## src/verilog/rv_decode_pkg.sv

```systemverilog
// shared widths, types, opcode field layout and decode codes, imported by every rv64 front end module
`default_nettype none

package rv_decode_pkg;

    localparam int XLEN      = 64;                 // data and pc width
    localparam int ILEN      = 32;                 // instruction word
    localparam int REG_IDX_W = 5;
    localparam int OPCODE_W  = 24;                 // grouped opcode vector
    localparam int IMM_FMT_W = 3;

    typedef logic [XLEN-1:0]      xlen_t;
    typedef logic [ILEN-1:0]      inst_t;
    typedef logic [OPCODE_W-1:0]  opcode_t;
    typedef logic [REG_IDX_W-1:0] reg_idx_t;
    typedef logic [IMM_FMT_W-1:0] imm_fmt_t;

    localparam imm_fmt_t IMM_NONE = 3'd0;          // no immediate, gives 0
    localparam imm_fmt_t IMM_I    = 3'd1;
    localparam imm_fmt_t IMM_S    = 3'd2;
    localparam imm_fmt_t IMM_B    = 3'd3;
    localparam imm_fmt_t IMM_U    = 3'd4;
    localparam imm_fmt_t IMM_J    = 3'd5;

    localparam xlen_t RESET_PC = 64'h8000_0000;
    localparam inst_t INST_NOP = 32'h0000_0000;    // what decode sees for an empty slot

    // field placement inside opcode_t, zero in a field means no match
    localparam int OPF_IMM_MEM_LSB = 0;
    localparam int OPF_IMM_MEM_W   = 7;
    localparam int OPF_EBREAK      = 7;            // single bit
    localparam int OPF_UPPER_LSB   = 8;
    localparam int OPF_UPPER_W     = 2;
    localparam int OPF_SHIFTI_LSB  = 10;
    localparam int OPF_SHIFTI_W    = 2;
    localparam int OPF_REG_LSB     = 12;
    localparam int OPF_REG_W       = 8;
    localparam int OPF_SYS_LSB     = 20;
    localparam int OPF_SYS_W       = 4;

    localparam logic [6:0] OPC_LOAD     = 7'b0000011;   // major opcodes
    localparam logic [6:0] OPC_OP_IMM   = 7'b0010011;
    localparam logic [6:0] OPC_AUIPC    = 7'b0010111;
    localparam logic [6:0] OPC_OP_IMM32 = 7'b0011011;
    localparam logic [6:0] OPC_STORE    = 7'b0100011;
    localparam logic [6:0] OPC_OP       = 7'b0110011;
    localparam logic [6:0] OPC_LUI      = 7'b0110111;
    localparam logic [6:0] OPC_OP32     = 7'b0111011;
    localparam logic [6:0] OPC_BRANCH   = 7'b1100011;
    localparam logic [6:0] OPC_JALR     = 7'b1100111;
    localparam logic [6:0] OPC_JAL      = 7'b1101111;
    localparam logic [6:0] OPC_SYSTEM   = 7'b1110011;

    localparam inst_t INST_ECALL  = 32'h0000_0073;     // full-word system matches
    localparam inst_t INST_EBREAK = 32'h0010_0073;
    localparam inst_t INST_MRET   = 32'h3020_0073;

    localparam logic [6:0] OP_JALR  = 7'd4;        // imm / mem group
    localparam logic [6:0] OP_BEQ   = 7'd5;
    localparam logic [6:0] OP_BNE   = 7'd6;
    localparam logic [6:0] OP_BLT   = 7'd7;
    localparam logic [6:0] OP_BGE   = 7'd8;
    localparam logic [6:0] OP_BLTU  = 7'd9;
    localparam logic [6:0] OP_BGEU  = 7'd10;
    localparam logic [6:0] OP_LB    = 7'd11;
    localparam logic [6:0] OP_LH    = 7'd12;
    localparam logic [6:0] OP_LW    = 7'd13;
    localparam logic [6:0] OP_LBU   = 7'd14;
    localparam logic [6:0] OP_LHU   = 7'd15;
    localparam logic [6:0] OP_SB    = 7'd16;
    localparam logic [6:0] OP_SH    = 7'd17;
    localparam logic [6:0] OP_SW    = 7'd18;
    localparam logic [6:0] OP_ADDI  = 7'd19;
    localparam logic [6:0] OP_SLTI  = 7'd20;
    localparam logic [6:0] OP_SLTIU = 7'd21;
    localparam logic [6:0] OP_XORI  = 7'd22;
    localparam logic [6:0] OP_ORI   = 7'd23;
    localparam logic [6:0] OP_ANDI  = 7'd24;
    localparam logic [6:0] OP_LWU   = 7'd41;
    localparam logic [6:0] OP_LD    = 7'd42;
    localparam logic [6:0] OP_SD    = 7'd43;
    localparam logic [6:0] OP_ADDIW = 7'd47;
    localparam logic [6:0] OP_CSRRW = 7'd49;
    localparam logic [6:0] OP_CSRRS = 7'd50;

    localparam logic [1:0] UP_LUI   = 2'd1;        // upper group
    localparam logic [1:0] UP_AUIPC = 2'd2;
    localparam logic [1:0] UP_JAL   = 2'd3;

    localparam logic [1:0] SH_SLLI = 2'd1;         // immediate shifts
    localparam logic [1:0] SH_SRLI = 2'd2;
    localparam logic [1:0] SH_SRAI = 2'd3;

    localparam logic [7:0] REG_ADD   = 8'h04;      // register group, gaps kept from old numbering
    localparam logic [7:0] REG_SUB   = 8'h05;
    localparam logic [7:0] REG_SLL   = 8'h06;
    localparam logic [7:0] REG_SLT   = 8'h07;
    localparam logic [7:0] REG_SLTU  = 8'h08;
    localparam logic [7:0] REG_XOR   = 8'h09;
    localparam logic [7:0] REG_SRL   = 8'h10;
    localparam logic [7:0] REG_OR    = 8'h12;
    localparam logic [7:0] REG_AND   = 8'h13;
    localparam logic [7:0] REG_SLLIW = 8'h14;
    localparam logic [7:0] REG_SRLIW = 8'h15;
    localparam logic [7:0] REG_SRAIW = 8'h16;
    localparam logic [7:0] REG_ADDW  = 8'h17;
    localparam logic [7:0] REG_SUBW  = 8'h18;
    localparam logic [7:0] REG_SLLW  = 8'h19;
    localparam logic [7:0] REG_SRLW  = 8'h1a;
    localparam logic [7:0] REG_SRAW  = 8'h1b;
    localparam logic [7:0] REG_MUL   = 8'h1d;
    localparam logic [7:0] REG_DIV   = 8'h21;
    localparam logic [7:0] REG_DIVU  = 8'h22;
    localparam logic [7:0] REG_REMU  = 8'h24;
    localparam logic [7:0] REG_MULW  = 8'h25;
    localparam logic [7:0] REG_DIVW  = 8'h26;
    localparam logic [7:0] REG_DIVUW = 8'h27;
    localparam logic [7:0] REG_REMW  = 8'h28;
    localparam logic [7:0] REG_REMUW = 8'h29;

    localparam logic [3:0] SYS_ECALL = 4'd2;       // system group
    localparam logic [3:0] SYS_MRET  = 4'd5;

endpackage

`default_nettype wire

```

## src/verilog/fetch_stage.sv

```systemverilog
// program counter for the fetch stage, drives the instruction memory address
`timescale 1ns/100ps
`default_nettype none

module fetch_stage import rv_decode_pkg::*; (
    input  logic  clk,
    input  logic  rst,
    input  logic  redirect,      // level from execute, sampled at the edge
    input  xlen_t redirect_pc,
    output xlen_t pc             // also the imem address
);

    always_ff @(posedge clk) begin
        if (rst) begin
            pc <= RESET_PC;
        end else if (redirect) begin
            pc <= redirect_pc;   // redirect wins over sequential
        end else begin
            pc <= pc + 64'd4;
        end
    end

    // execute must only ever hand back word-aligned targets
    assert property (@(posedge clk) disable iff (rst)
        redirect |-> (redirect_pc[1:0] == 2'b00))
        else $error("fetch_stage: misaligned redirect target %h", redirect_pc);

    // pc stays aligned across any mix of increments and redirects
    assert property (@(posedge clk) disable iff (rst) pc[1:0] == 2'b00)
        else $error("fetch_stage: misaligned pc %h", pc);

endmodule

`default_nettype wire

```

## src/verilog/inst_decoder.sv

```systemverilog
// combinational classifier of one instruction word into the grouped opcode vector and illegal flag
`timescale 1ns/100ps
`default_nettype none

module inst_decoder import rv_decode_pkg::*; (
    input  inst_t   inst,
    output opcode_t opcode,
    output logic    illegal
);

    logic [OPF_IMM_MEM_W-1:0] f_imm_mem;
    logic                     f_ebreak;
    logic [OPF_UPPER_W-1:0]   f_upper;
    logic [OPF_SHIFTI_W-1:0]  f_shifti;
    logic [OPF_REG_W-1:0]     f_reg;
    logic [OPF_SYS_W-1:0]     f_sys;

    // one block so all groups settle together
    always_comb begin
        case ({inst[14:12], inst[6:0]})                 // funct3 + major
            {3'b000, OPC_JALR}:     f_imm_mem = OP_JALR;
            {3'b000, OPC_BRANCH}:   f_imm_mem = OP_BEQ;
            {3'b001, OPC_BRANCH}:   f_imm_mem = OP_BNE;
            {3'b100, OPC_BRANCH}:   f_imm_mem = OP_BLT;
            {3'b101, OPC_BRANCH}:   f_imm_mem = OP_BGE;
            {3'b110, OPC_BRANCH}:   f_imm_mem = OP_BLTU;
            {3'b111, OPC_BRANCH}:   f_imm_mem = OP_BGEU;
            {3'b000, OPC_LOAD}:     f_imm_mem = OP_LB;
            {3'b001, OPC_LOAD}:     f_imm_mem = OP_LH;
            {3'b010, OPC_LOAD}:     f_imm_mem = OP_LW;
            {3'b100, OPC_LOAD}:     f_imm_mem = OP_LBU;
            {3'b101, OPC_LOAD}:     f_imm_mem = OP_LHU;
            {3'b110, OPC_LOAD}:     f_imm_mem = OP_LWU;
            {3'b011, OPC_LOAD}:     f_imm_mem = OP_LD;
            {3'b000, OPC_STORE}:    f_imm_mem = OP_SB;
            {3'b001, OPC_STORE}:    f_imm_mem = OP_SH;
            {3'b010, OPC_STORE}:    f_imm_mem = OP_SW;
            {3'b011, OPC_STORE}:    f_imm_mem = OP_SD;
            {3'b000, OPC_OP_IMM}:   f_imm_mem = OP_ADDI;
            {3'b010, OPC_OP_IMM}:   f_imm_mem = OP_SLTI;
            {3'b011, OPC_OP_IMM}:   f_imm_mem = OP_SLTIU;
            {3'b100, OPC_OP_IMM}:   f_imm_mem = OP_XORI;
            {3'b110, OPC_OP_IMM}:   f_imm_mem = OP_ORI;
            {3'b111, OPC_OP_IMM}:   f_imm_mem = OP_ANDI;
            {3'b000, OPC_OP_IMM32}: f_imm_mem = OP_ADDIW;
            {3'b001, OPC_SYSTEM}:   f_imm_mem = OP_CSRRW;
            {3'b010, OPC_SYSTEM}:   f_imm_mem = OP_CSRRS;
            default:                f_imm_mem = '0;
        endcase

        case (inst)                                     // exact words only
            INST_ECALL: f_sys = SYS_ECALL;
            INST_MRET:  f_sys = SYS_MRET;
            default:    f_sys = '0;
        endcase

        case (inst[6:0])
            OPC_LUI:   f_upper = UP_LUI;
            OPC_AUIPC: f_upper = UP_AUIPC;
            OPC_JAL:   f_upper = UP_JAL;
            default:   f_upper = '0;
        endcase

        case ({inst[31:25], inst[14:12], inst[6:0]})    // funct7 + funct3 + major
            {7'b0000000, 3'b000, OPC_OP}:       f_reg = REG_ADD;
            {7'b0100000, 3'b000, OPC_OP}:       f_reg = REG_SUB;
            {7'b0000000, 3'b001, OPC_OP}:       f_reg = REG_SLL;
            {7'b0000000, 3'b010, OPC_OP}:       f_reg = REG_SLT;
            {7'b0000000, 3'b011, OPC_OP}:       f_reg = REG_SLTU;
            {7'b0000000, 3'b100, OPC_OP}:       f_reg = REG_XOR;
            {7'b0000000, 3'b101, OPC_OP}:       f_reg = REG_SRL;
            {7'b0000000, 3'b110, OPC_OP}:       f_reg = REG_OR;
            {7'b0000000, 3'b111, OPC_OP}:       f_reg = REG_AND;
            {7'b0000000, 3'b001, OPC_OP_IMM32}: f_reg = REG_SLLIW;   // w shifts live here
            {7'b0000000, 3'b101, OPC_OP_IMM32}: f_reg = REG_SRLIW;
            {7'b0100000, 3'b101, OPC_OP_IMM32}: f_reg = REG_SRAIW;
            {7'b0000000, 3'b000, OPC_OP32}:     f_reg = REG_ADDW;
            {7'b0100000, 3'b000, OPC_OP32}:     f_reg = REG_SUBW;
            {7'b0000000, 3'b001, OPC_OP32}:     f_reg = REG_SLLW;
            {7'b0000000, 3'b101, OPC_OP32}:     f_reg = REG_SRLW;
            {7'b0100000, 3'b101, OPC_OP32}:     f_reg = REG_SRAW;
            {7'b0000001, 3'b000, OPC_OP}:       f_reg = REG_MUL;     // m extension
            {7'b0000001, 3'b100, OPC_OP}:       f_reg = REG_DIV;
            {7'b0000001, 3'b101, OPC_OP}:       f_reg = REG_DIVU;
            {7'b0000001, 3'b111, OPC_OP}:       f_reg = REG_REMU;
            {7'b0000001, 3'b000, OPC_OP32}:     f_reg = REG_MULW;
            {7'b0000001, 3'b100, OPC_OP32}:     f_reg = REG_DIVW;
            {7'b0000001, 3'b101, OPC_OP32}:     f_reg = REG_DIVUW;
            {7'b0000001, 3'b110, OPC_OP32}:     f_reg = REG_REMW;
            {7'b0000001, 3'b111, OPC_OP32}:     f_reg = REG_REMUW;
            default:                            f_reg = '0;
        endcase

        case ({inst[31:26], inst[14:12], inst[6:0]})    // rv64 shamt is 6 bits
            {6'b000000, 3'b001, OPC_OP_IMM}: f_shifti = SH_SLLI;
            {6'b000000, 3'b101, OPC_OP_IMM}: f_shifti = SH_SRLI;
            {6'b010000, 3'b101, OPC_OP_IMM}: f_shifti = SH_SRAI;
            default:                         f_shifti = '0;
        endcase

        f_ebreak = (inst == INST_EBREAK);

        opcode = '0;
        opcode[OPF_IMM_MEM_LSB +: OPF_IMM_MEM_W] = f_imm_mem;
        opcode[OPF_EBREAK]                       = f_ebreak;
        opcode[OPF_UPPER_LSB +: OPF_UPPER_W]     = f_upper;
        opcode[OPF_SHIFTI_LSB +: OPF_SHIFTI_W]   = f_shifti;
        opcode[OPF_REG_LSB +: OPF_REG_W]         = f_reg;
        opcode[OPF_SYS_LSB +: OPF_SYS_W]         = f_sys;

        // the six group tables are disjoint
        assert ($onehot0({|f_imm_mem, f_ebreak, |f_upper, |f_shifti, |f_reg, |f_sys}))
            else $error("inst_decoder: %h matched in more than one group", inst);
    end

    assign illegal = (inst != INST_NOP) && (opcode == '0);   // empty slot is never illegal

endmodule

`default_nettype wire

```

## src/verilog/imm_gen.sv

```systemverilog
// immediate builder, picks the format from the major opcode and sign extends to 64 bits
`timescale 1ns/100ps
`default_nettype none

module imm_gen import rv_decode_pkg::*; (
    input  inst_t inst,
    output xlen_t imm
);

    imm_fmt_t fmt;
    logic     sgn;

    assign sgn = inst[31];       // every format signs from bit 31

    always_comb begin
        case (inst[6:0])
            OPC_JALR, OPC_LOAD, OPC_OP_IMM, OPC_OP_IMM32: fmt = IMM_I;   // shifts too
            OPC_STORE:                                    fmt = IMM_S;
            OPC_BRANCH:                                   fmt = IMM_B;
            OPC_LUI, OPC_AUIPC:                           fmt = IMM_U;
            OPC_JAL:                                      fmt = IMM_J;
            default:                                      fmt = IMM_NONE;
        endcase
    end

    always_comb begin
        case (fmt)
            IMM_I:   imm = {{52{sgn}}, inst[31:20]};
            IMM_S:   imm = {{52{sgn}}, inst[31:25], inst[11:7]};
            IMM_B:   imm = {{51{sgn}}, inst[31], inst[7], inst[30:25], inst[11:8], 1'b0};
            IMM_U:   imm = {{32{sgn}}, inst[31:12], 12'b0};
            IMM_J:   imm = {{43{sgn}}, inst[31], inst[19:12], inst[20], inst[30:21], 1'b0};
            default: imm = '0;   // r-type, system, empty slot
        endcase
    end

endmodule

`default_nettype wire

```

## src/verilog/id_stage.sv

```systemverilog
// decode stage register with squash, feeds the decoder and immediate generator
`timescale 1ns/100ps
`default_nettype none

module id_stage import rv_decode_pkg::*; (
    input  logic     clk,
    input  logic     rst,
    input  logic     redirect,
    input  xlen_t    if_pc,
    input  inst_t    if_inst,
    output logic     id_valid,
    output xlen_t    id_pc,
    output inst_t    id_inst,
    output opcode_t  opcode,
    output logic     illegal,
    output reg_idx_t rd,
    output reg_idx_t rs1,
    output reg_idx_t rs2,
    output xlen_t    imm
);

    logic  valid_q;
    xlen_t pc_q;
    inst_t inst_q;
    inst_t dec_inst;             // word actually decoded

    always_ff @(posedge clk) begin
        if (rst) begin
            valid_q <= 1'b0;
            pc_q    <= '0;
            inst_q  <= '0;
        end else begin
            valid_q <= !redirect;   // wrong-path slot dropped
            pc_q    <= if_pc;
            inst_q  <= if_inst;
        end
    end

    assign dec_inst = valid_q ? inst_q : INST_NOP;

    assign id_valid = valid_q;
    assign id_pc    = pc_q;      // raw register, even when invalid
    assign id_inst  = inst_q;

    assign rd  = dec_inst[11:7];
    assign rs1 = dec_inst[19:15];
    assign rs2 = dec_inst[24:20];

    inst_decoder u_decoder (
        .inst    (dec_inst),
        .opcode  (opcode),
        .illegal (illegal)
    );

    imm_gen u_imm_gen (
        .inst (dec_inst),
        .imm  (imm)
    );

    // slot fetched under a redirect must not show as valid
    assert property (@(posedge clk) disable iff (rst) redirect |=> !id_valid)
        else $error("id_stage: squashed slot still valid");

endmodule

`default_nettype wire

```

## src/verilog/decode_top.sv

```systemverilog
// front end top level joining fetch and decode to the imem and execute ports
`timescale 1ns/100ps
`default_nettype none

module decode_top import rv_decode_pkg::*; (
    input  logic     clk,
    input  logic     rst,
    output xlen_t    imem_addr,
    input  inst_t    imem_data,      // same-cycle read
    input  logic     redirect,
    input  xlen_t    redirect_pc,
    output logic     id_valid,
    output xlen_t    id_pc,
    output inst_t    id_inst,
    output opcode_t  opcode,
    output logic     illegal,
    output reg_idx_t rd,
    output reg_idx_t rs1,
    output reg_idx_t rs2,
    output xlen_t    imm
);

    fetch_stage u_fetch (
        .clk         (clk),
        .rst         (rst),
        .redirect    (redirect),
        .redirect_pc (redirect_pc),
        .pc          (imem_addr)
    );

    id_stage u_id (
        .clk      (clk),
        .rst      (rst),
        .redirect (redirect),
        .if_pc    (imem_addr),       // fetch pc doubles as the imem address
        .if_inst  (imem_data),
        .id_valid (id_valid),
        .id_pc    (id_pc),
        .id_inst  (id_inst),
        .opcode   (opcode),
        .illegal  (illegal),
        .rd       (rd),
        .rs1      (rs1),
        .rs2      (rs2),
        .imm      (imm)
    );

endmodule

`default_nettype wire

```

## config.mk

```make
export PLATFORM = sky130hd
export DESIGN_NAME = decode_top
export DESIGN_NICKNAME = d
export VERILOG_FILES = /design/src/verilog/rv_decode_pkg.sv /design/src/verilog/fetch_stage.sv /design/src/verilog/inst_decoder.sv /design/src/verilog/imm_gen.sv /design/src/verilog/id_stage.sv /design/src/verilog/decode_top.sv
export SDC_FILE = /design/constraint.sdc
export NUM_CORES = 1
export LEC_CHECK = 0
export ABC_CLOCK_PERIOD_IN_PS = 2800
export BUFFER_PORTS_ARGS = -buffer_cell sky130_fd_sc_hd__buf_2
export CAP_MARGIN = 20
export CORE_MARGIN = 3
export CORE_UTILIZATION = 43
export DETAILED_ROUTE_END_ITERATION = 10
export PLACE_DENSITY = 0.76
export SLEW_MARGIN = 20
export SYNTH_ARGS = -nofsm -noshare
export SYNTH_HDL_FRONTEND = slang
export SYNTH_SLANG_ARGS = --single-unit
```

## constraint.sdc

```tcl
create_clock -name clk -period 2.8 [get_ports clk]
set_input_delay 0.14 -clock clk [delete_from_list [all_inputs] [get_ports clk]]
set_output_delay 0.14 -clock clk [all_outputs]
set_load 0.02 [all_outputs]
```

Word-level counts from Yosys, hierarchy flattened
Index checks and enable logic that the tools add are counted.

Flip-flop bits (word level): 161. Latch bits: 0. RAM bits: 0. Memory bits (read-only): 0. Input bits: 99. Output and inout port bits: 265. Logic and storage cells: 93. Memories: 0.

Add/sub/neg operators: 1. $mul: 0. Divide/modulo/power cells: 0. Magnitude comparators: 0. Equal/unequal tests: 73. Shift-type cells: 0. Muxes and demuxes: 9. Bitwise gates (word level): 0. Reductions and logical operators: 6.

Operators by type and width (count): 64-bit one-hot mux with 5 select lines (1); 6-bit one-hot mux with 27 select lines (1); 6-bit one-hot mux with 26 select lines (1); 17-bit by 11-bit == test with 1-bit output, second input constant (9); 17-bit by 10-bit == test with 1-bit output, second input constant (6); 10-bit == test, second input constant (10); 10-bit by 9-bit == test with 1-bit output, second input constant (7); 17-bit by 16-bit == test with 1-bit output, second input constant (4); 64-bit by 3-bit adder with 64-bit output, second input constant (1); 64-bit two-way mux (1); 17-bit by 8-bit == test with 1-bit output, second input constant (3); 10-bit by 8-bit == test with 1-bit output, second input constant (4); 17-bit by 6-bit == test with 1-bit output, second input constant (2); 17-bit by 9-bit == test with 1-bit output, second input constant (2); 32-bit by 21-bit == test with 1-bit output, second input constant (1); 32-bit by 30-bit == test with 1-bit output, second input constant (1); 32-bit by 7-bit == test with 1-bit output, second input constant (1); 32-bit two-way mux (1); 32-bit nonzero test (1); 24-bit logical NOT (1); 7-bit by 5-bit == test with 1-bit output, second input constant (3); 7-bit == test, second input constant (3); 10-bit by 5-bit == test with 1-bit output, second input constant (2); 10-bit by 7-bit == test with 1-bit output, second input constant (2); other kinds (17) (21).

Longest topological paths before layout
Gate-level depths: netlist of run 1.

Word-level depth: 6. Mapped depth: 10. Mapped depth without buffers: 8.

Modules after synthesis
Synthesis of run 1 repeated with hierarchy kept, for this count alone.

Cell total of the unflattened synthesis: 1033. Area total of the unflattened synthesis: 8753.4 µm².

By module, submodules not included: fetch_stage (times used 1, cells each 434, area an instance 3524.6 µm², seq. area each 1281.2 µm²); id_stage (times used 1, cells each 254, area an instance 2930.3 µm², seq. area each 1941.9 µm²); inst_decoder (times used 1, cells each 242, area an instance 1507.7 µm², seq. area each 0.0 µm²); imm_gen (times used 1, cells each 103, area an instance 790.8 µm², seq. area each 0.0 µm²).

Least setup slack after synthesis of run 1
Ideal clock, no wire load.

Kind: reg2out. Start: register u_id.inst_q[4], in the netlist u_id.id_inst[4]. End: output imm[32]. Arrival: 3.467 ns. Required time: 2.660 ns. Slack: -0.807 ns. Stages on the path, launching flop included: 8. Path buffers: 3. Path through: dfxtp_1 > buf_2 > buf_2 > inv_1 > nor4_2 > a31oi_1 > a21oi_1 > buf_4.

Cells in the longest elaborated chain, start to end: 6. Elaborated cells between the ends (all ways): 19. Classes of those cells: eq/ne (14); mux (3); reduce/logical (2).

RTL lines: start: declaration (line id_stage.sv:24) `inst_t inst_q;`; start signal: assignment (line id_stage.sv:35) `inst_q <= if_inst;`; 32-bit two-way mux * (line id_stage.sv:39) `assign dec_inst = valid_q ? inst_q : INST_NOP;`; 7-bit == test (tied with other cells) (line imm_gen.sv:16) `case (inst[6:0])`; 4-bit OR reduction / 2-bit OR reduction (equally long branches) (line imm_gen.sv:16); 3-bit one-hot mux with 5 select lines * (line imm_gen.sv:16); 3-bit == test (tied with other cells) (line imm_gen.sv:27) `case (fmt)`; 64-bit one-hot mux with 5 select lines * (line imm_gen.sv:27); end: declaration (line decode_top.sv:20) `output xlen_t imm`.

Every way passes the cells marked *; elsewhere a longest branch is shown, timed or not.

Final worst setup path of run 1
Start: register u_id.inst_q[26], in the netlist u_id.id_inst[26]. End: output illegal.

Cells in the longest elaborated chain, start to end: 5. Elaborated cells between the ends (all ways): 39. Classes of those cells: eq/ne (32); mux (4); reduce/logical (3).

RTL lines: 32-bit two-way mux * (line id_stage.sv:39); 17-bit by 11-bit == test with 1-bit output (tied with other cells) (line inst_decoder.sv:64) `case ({inst[31:25], inst[14:12], inst[6:0]})`; 6-bit one-hot mux with 26 select lines (tied with other cells) (line inst_decoder.sv:64); 24-bit logical NOT (line inst_decoder.sv:116) `assign illegal = (inst != INST_NOP) && (opcode == '0);`; 1-bit logical AND * (line inst_decoder.sv:116); end: declaration (line decode_top.sv:16) `output logic illegal,`.

Marks and branches as above.

==> impl_metrics.ini, run 1 <==
[outcome]
outcome = complete, but fails checks
violations = negative setup slack

[floorplanning]
row_count = 50
start_util = 0.442
dieArea_um2 = 21100
core_um2 = 18900
die_h_um = 145
ios = 364
die_w_um = 145

[logic_synthesis]
ys_top_cells_by_area = dfxtp_1 (39%), nor2b_1 (8.0%), nor2_1 (4.4%)
synth_seq_area_share = 0.386
synth_edf_count = 0
ys.flop_type = dfxtp_1
synth.top_cell.area_share = 0.386
yosysTopAreaCell = dfxtp_1
synthesis.area_um2 = 8350
async_flop_share = 0
yosysWarnings = 0
synth_cells = 1008
synth.avg_cell_area_um2 = 8.29
synth.distinct_cells = 73
synth_seq_cells = 161

[sta]
finalClockSkew_ps = 11.9
period_needed_ps = 2810
min_period_over_period = 1.00
fmax_mhz = 355
setup_violations = 1
slew_viol_final = 0
worst_slack_ps = -13.6
setup-tns-final_ps = -13.6
hold_viol = 0
rsz0062_at_grt = yes
max_slew_margin = 0.560
worstMarginPinSlew_ps = 659

[grt]
overflow = 0
top_usage_layer = met2
grt_pass1_wl_um = 52400
gr-usage-met1 = 0.351
grt_pass1_vias = 9564
gr-usage-all-layers = 0.304
grt_use_met3 = 0.0617
grt_antenna_before_repair = 1
grtUsageMet2 = 0.548
grt_start_max_net_pins = 76

[pwr]
power.internal_mw = 4.15
powerDensity_nw_per_um2 = 466
leakage_nw = 6.11
power_frac_comb = 0.167
p_seq_frac = 0.432
swShare = 0.297
power_frac_clock = 0.400
ir_worst_vdd_mv = 0.416
p_sw_mw = 1.75

[layout]
drive_above_1_share = 0.381
area_delta_synth_final_pct = 51.7
fillers = 1521
num-nets-final = 1580
fin_area_um2 = 12700
post-route-util = 0.671

[placed_design]
pre_cts_ws_ps = -72.8
place_congestion = 0.937
dp_hpwl_um = 23500
numPortBuffers = 359
place_area_um2 = 10600

[clock_network]
clock-sinks = 161
cts_tree = yes
cts_buffer_depth = 2
cts_made_buffers = 17
cts.clk_slew.worst_paths_ps = 80
cts-root-buf = clkbuf_16
htree_levels = 4
clk_latency_ps = 430

[routing]
totalWireLength_um = 34100
num_vias = 9586
drt-initial-drc-count = 697
wl_per_cell_um = 19.5
ant_nets = 0
drt_first_pass_iters = 6
drc_errors = 0
vias_per_cell = 5.47

[worst_setup_path]
crit_start = u_id.id_inst[26]$_SDFF_PP0_
crit_fanout = 6
endpoint_kind = primary output
start_kind = flip-flop
timing.rr.start = u_fetch.pc[13]$_SDFF_PP0_
worst-r2r-cell-count = 7
critPathKind = reg -> out
cp.required_ps = 2660
worstPathArrival_ps = 2670

[flow_run]
cap_violations = 0

[worst_hold_path]
min-delay-start = redirect_pc[56]
holdPathStages = 4
hold_path.class = in -> reg
==> cell type report <==
type / instances / area, um^2 / share of cell area
multi-input combinational: 736 / 4820 / 0.380
antenna: 1 / 2.50 / 0.000198
timing repair buffer: 550 / 3620 / 0.285
clock buffer: 20 / 447 / 0.0353
inverter: 14 / 52.6 / 0.00415
clock inverter: 12 / 141 / 0.0112
sequential: 161 / 3260 / 0.258
tap: 260 / 325 / 0.0257
==> per-stage QoR <==
step / std cells / power [mW] / hold slack, ps
floorplan: 1011 / 3.04 / 268
global placement: 1607 / 3.40 / 350
detailed placement: 1607 / 3.40 / 353
CTS: 1735 / 5.86 / 56.5
global route: 1754 / 6.11 / 61.7
finish: 1754 / 5.90 / 66.7
==> path summary, 6_finish.rpt <==
check                              endpoint  slack [ps]
setup / recovery                    illegal         -10
hold / removal    u_fetch.pc[56]$_SDFF_PP0_          70
setup reg to reg  u_fetch.pc[58]$_SDFF_PP0_         300
hold reg to reg    u_id.id_pc[0]$_SDFF_PP0_         490
==> routing by layer <==
layer | routed length (um) | share of wire
met5 | 0 | 0
met4 | 1450 | 0.042
met3 | 2490 | 0.073
met2 | 17200 | 0.50
met1 | 13000 | 0.38
==> what timing repair did <==
item                       4_1_cts  5_1_grt
hold buffers                    94        0
gates cloned                     2        2
gates resized for setup         26       63
setup endpoints to repair       49       49
setup buffers                    0       17
hold endpoints to repair        94        0
pin swaps                        6       20
==> placed cells by master, fill, tap and decap left out, types with 25 or more instances in the layout <==
master / Yosys / final
xor2_1: 25 / 25
nand2_1: 90 / 88
nor2b_1: 107 / 105
dfxtp_1: 161 / 144
mux2i_1: 29 / 29
nand4_1: 27 / 27
nand3_1: 40 / 39
dlygate4sd3_1: 0 / 94
buf_2: 14 / 355
o21ai_0: 33 / 30
buf_4: 39 / 87
xnor2_1: 33 / 33
a21oi_1: 40 / 39
nor2_1: 97 / 95
==> logic make-up (layout without fill, tap and decap cells) <==
group	count (synthesis)	after routing	synth area share
adders and majority gates	1	1	0.00150
other	1	5	0.000449
and+or+nand+nor	517	517	0.349
AOI/OAI and AO/OA	126	127	0.0933
buffers and inverters	115	596	0.0745
muxes	29	29	0.0348
DFF	161	161	0.386
xor gates and xnor gates	58	58	0.0608
==> registers in the layout, indices dropped and copies added (netlist names) <==
| signal | count |
|---|---|
| u_fetch.pc | 64 |
| u_id.id_inst | 32 |
| u_id.id_valid | 1 |
| u_id.id_pc | 64 |
==> synthesized netlist by cell type (all sizes together) (3+ instances only) <==
library cell,n
dfxtp,161
nor2b,107
nor2,97
nand2,90
buf,60
clkbuf,41
a21oi,40
nand3,40
o21ai,34
xnor2,33
nand4,31
nor4,31
mux2i,29
xor2,25
nor3,23
and2,18
and3,15
inv,13
nand2b,13
or3,10
or2,9
o22ai,8
a21o,7
and4,7
a31oi,6
o211ai,5
or4,4
a211oi,3
a41oi,3
and4b,3
nand3b,3
nand4b,3
nor4b,3
o21a,3
==> worst max-delay path, cell delays in order, from the launching register on <==
cell	delay, ps
dfxtp_4	380
or3_4	420
or4_4	540
buf_6	130
nor2_2	60
o211ai_1	140
nand4_1	210
nand2b_4	170
nor4_4	40
buf_4	160
==> power groups by stage <==
stage / combinational (mW) / clock, mW / sequential (mW)
after floorplan: 0.346 / 0 / 2.70
after global placement: 0.810 / 0 / 2.59
after detailed placement: 0.809 / 0 / 2.59
after CTS: 0.932 / 2.39 / 2.54
after global routing: 1.05 / 2.50 / 2.56
final: 0.988 / 2.36 / 2.55
Note: power is estimated with default switching activity, not from simulation.
==> inputs of run 2 (changes only) <==
- ABC_AREA: default -> 1
- PLACE_DENSITY: 0.76 -> 0.75
==> impl_metrics.ini, run 2 <==
[routing]
totalWireLength_um = 40900
drt_first_pass_iters = 6
wl_per_cell_um = 18.5
num_vias = 11600
drt-initial-drc-count = 1123
drc_errors = 0
vias_per_cell = 5.23
ant_nets = 0

[outcome]
outcome = completed

[logic_synthesis]
synth_cells = 1495
yosysTopAreaCell = dfxtp_1
synth.top_cell.area_share = 0.350
yosysWarnings = 0
netlist_top_cells_count = nor2_1 (340), nand2_1 (292), inv_1 (249), dfxtp_1 (161), nand3_1 (95)
synth_compound_area_frac = 0.0793
synthSimpleGateAreaFrac = 0.392
synth_edf_count = 0
synth_seq_cells = 161
synthXorXnorAreaFrac = 0.0238
synthesis.area_um2 = 9220
synth.distinct_cells = 44
synth_seq_area_share = 0.350
synth_top_family_by_area = simple AND/OR/NAND/NOR gates
yosys.area_share.adder = 0.00136
synthMuxAreaShare = 0
synth.avg_cell_area_um2 = 6.16
synth_most_common_cell = nor2_1
async_flop_share = 0
ys.flop_type = dfxtp_1
ys_top_cells_by_area = dfxtp_1 (35%), nor2_1 (14%), nand2_1 (12%)

[clock_network]
clock-sinks = 161
cts_tree = yes
cts_made_buffers = 17
cts.clk_slew.worst_paths_ps = 70
cts_buffer_depth = 2
htree_levels = 4
cts-root-buf = clkbuf_16
clk_latency_ps = 450

[flow_run]
cap_violations = 0

[grt]
gr-usage-met1 = 0.413
grt_use_met3 = 0.0687
grtUsageMet2 = 0.575
grt_start_max_net_pins = 111
grt_pass1_vias = 10900
overflow = 0
top_usage_layer = met2
grt_pass1_wl_um = 62200
grt_antenna_before_repair = 0
gr-usage-all-layers = 0.336

[worst_setup_path]
cp.required_ps = 2660
crit_fanout = 10
critPathKind = reg -> out
start_kind = flip-flop
cpMaxStageDelayCell = dfxtp_4
endpoint_kind = primary output
crit_top_cell = nand2_1
path_cells = buf_12 -> nand2_1 -> buf_4 -> nand2_2 -> nor2_4 -> buf_12 -> nand3_4 -> inv_2 -> nand2_2 -> nand2_1 -> nor2_2 -> inv_1 -> nor2_1 -> nand2_1 -> nor2_1 -> nand2_1 -> nor2_1 -> buf_4
critical-path-top-delay-family = simple AND/OR/NAND/NOR gates
critical_path.max_stage_delay_ps = 400
worstPathArrival_ps = 2600
critPathBufInv = 6

[pwr]
power_frac_clock = 0.414
p_sw_mw = 1.97
finalPower_mw = 6.07
swShare = 0.325
power.internal_mw = 4.10
power_frac_comb = 0.166
ir_worst_vdd_mv = 0.393
p_seq_frac = 0.420
powerDensity_nw_per_um2 = 468
leakage_nw = 7.19

[placed_design]
dp_hpwl_um = 31900
numPortBuffers = 359
dp.cells = 2103
place_congestion = 1.05
pre_cts_ws_ps = 284

[sta]
min_period_over_period = 0.979
slew_viol_final = 0
fmax_mhz = 365
rsz0062_at_grt = yes
finalClockSkew_ps = 17.2
worstMarginPinSlew_ps = 664
hold_viol = 0
max_slew_margin = 0.553
period_needed_ps = 2740
setup_violations = 0
worst_slack_ps = 59.9

[layout]
area_delta_synth_final_pct = 40.7
num-nets-final = 2029
final_cells = 2212
final_cell_mix = buf_2 (357), nor2_1 (327), nand2_1 (284)
drive_above_1_share = 0.273
final_common_cell = buf_2
antenna-diode-count = 0
fillers = 1937

[floorplanning]
row_count = 52
dieArea_um2 = 23200
core_um2 = 20600
start_util = 0.447
die_h_um = 152
ios = 364
die_w_um = 152

[worst_hold_path]
hold_path.class = in -> reg
## run 2: changes by cell type in the layout (fill, tap and decap cells not counted), sizes merged, moves of 28 or more
cell         change
inv            +243
nor2b          -107
a21oi           -31
dlygate4sd3     -28
xnor2           -33
o21ai           +39
nand2          +214
nand3           +59
buf             -33
mux2i           -29
nor2           +255
## run 2: kinds of logic (layout without fill, tap and decap cells)
logic type	Yosys count	in the layout
AOI/OAI and AO/OA	124	124
adders and majority gates	1	1
DFF	161	161
xor gates and xnor gates	25	25
and+or+nand+nor	850	851
buffers and inverters	333	776
other	1	4
## run 2: tightest hold or removal path, cell delays in order
cell and delay (ps):
buf_2 130, o211ai_1 90, inv_1 60
## run 2: cell type report
cell class / instances / area, um^2 / area share
Multi-Input combinational cell: 1005 / 4770 / 0.368
Tap cell: 270 / 338 / 0.0260
Inverter: 257 / 968 / 0.0747
Timing Repair Buffer: 487 / 3030 / 0.234
Clock inverter: 15 / 203 / 0.0156
Clock buffer: 17 / 425 / 0.0328
Sequential cell: 161 / 3230 / 0.249
## run 2: what timing repair did
| action | in CTS | in global routing |
|---|---|---|
| cloned | 0 | 2 |
| pin swaps | 1 | 7 |
| buffers inserted | 3 | 6 |
| endpoints found under the hold margin | 66 | 0 |
| gates resized for setup | 7 | 40 |
| setup endpoints to repair | 15 | 55 |
| hold buffers | 66 | 0 |
## run 2: path summary, 6_finish.rpt
kind	depth (start not counted)	endpoint	slack (ps)	startpoint
worst max-delay path	18	illegal	60	u_id.id_valid$_SDFF_PP0_
worst min-delay path	3	u_fetch.pc[63]$_SDFF_PP0_	8	redirect_pc[63]
worst max register to register	10	u_fetch.pc[61]$_SDFF_PP0_	420	u_fetch.pc[12]$_SDFF_PP0_
worst min register to register	2	u_id.id_pc[1]$_SDFF_PP0_	450	u_fetch.pc[1]$_SDFFE_PP0P_
## run 2: per-stage QoR
| step | TNS, ps | hold slack, ps | cell area, um^2 | util |
|---|---|---|---|---|
| global placement | 0 | 339 | 11400 | 0.552 |
| finish | 0 | 7.58 | 13000 | 0.629 |
| floorplan | 0 | 247 | 9230 | - |
| detailed placement | 0 | 347 | 11400 | 0.552 |
| global route | -176 | 8.36 | 13000 | 0.629 |
| CTS | 0 | 3.11 | 12700 | 0.617 |
## run 2: metal layers
metal / vias up / routed length, um
met4: 0 / 1760
met2: 637 / 19400
met3: 100 / 3360
li1: 5488 / -
met1: 5334 / 16400
met5: - / 0
## run 2: power by group through the flow
stage                     combinational [mW]  sequential [mW]  clock [mW]
after floorplan                        0.363             2.73           0
after global placement                 0.889             2.59           0
after detailed placement               0.894             2.60           0
after CTS                              0.971             2.54        2.54
after global routing                    1.09             2.56        2.63
final                                   1.01             2.55        2.52
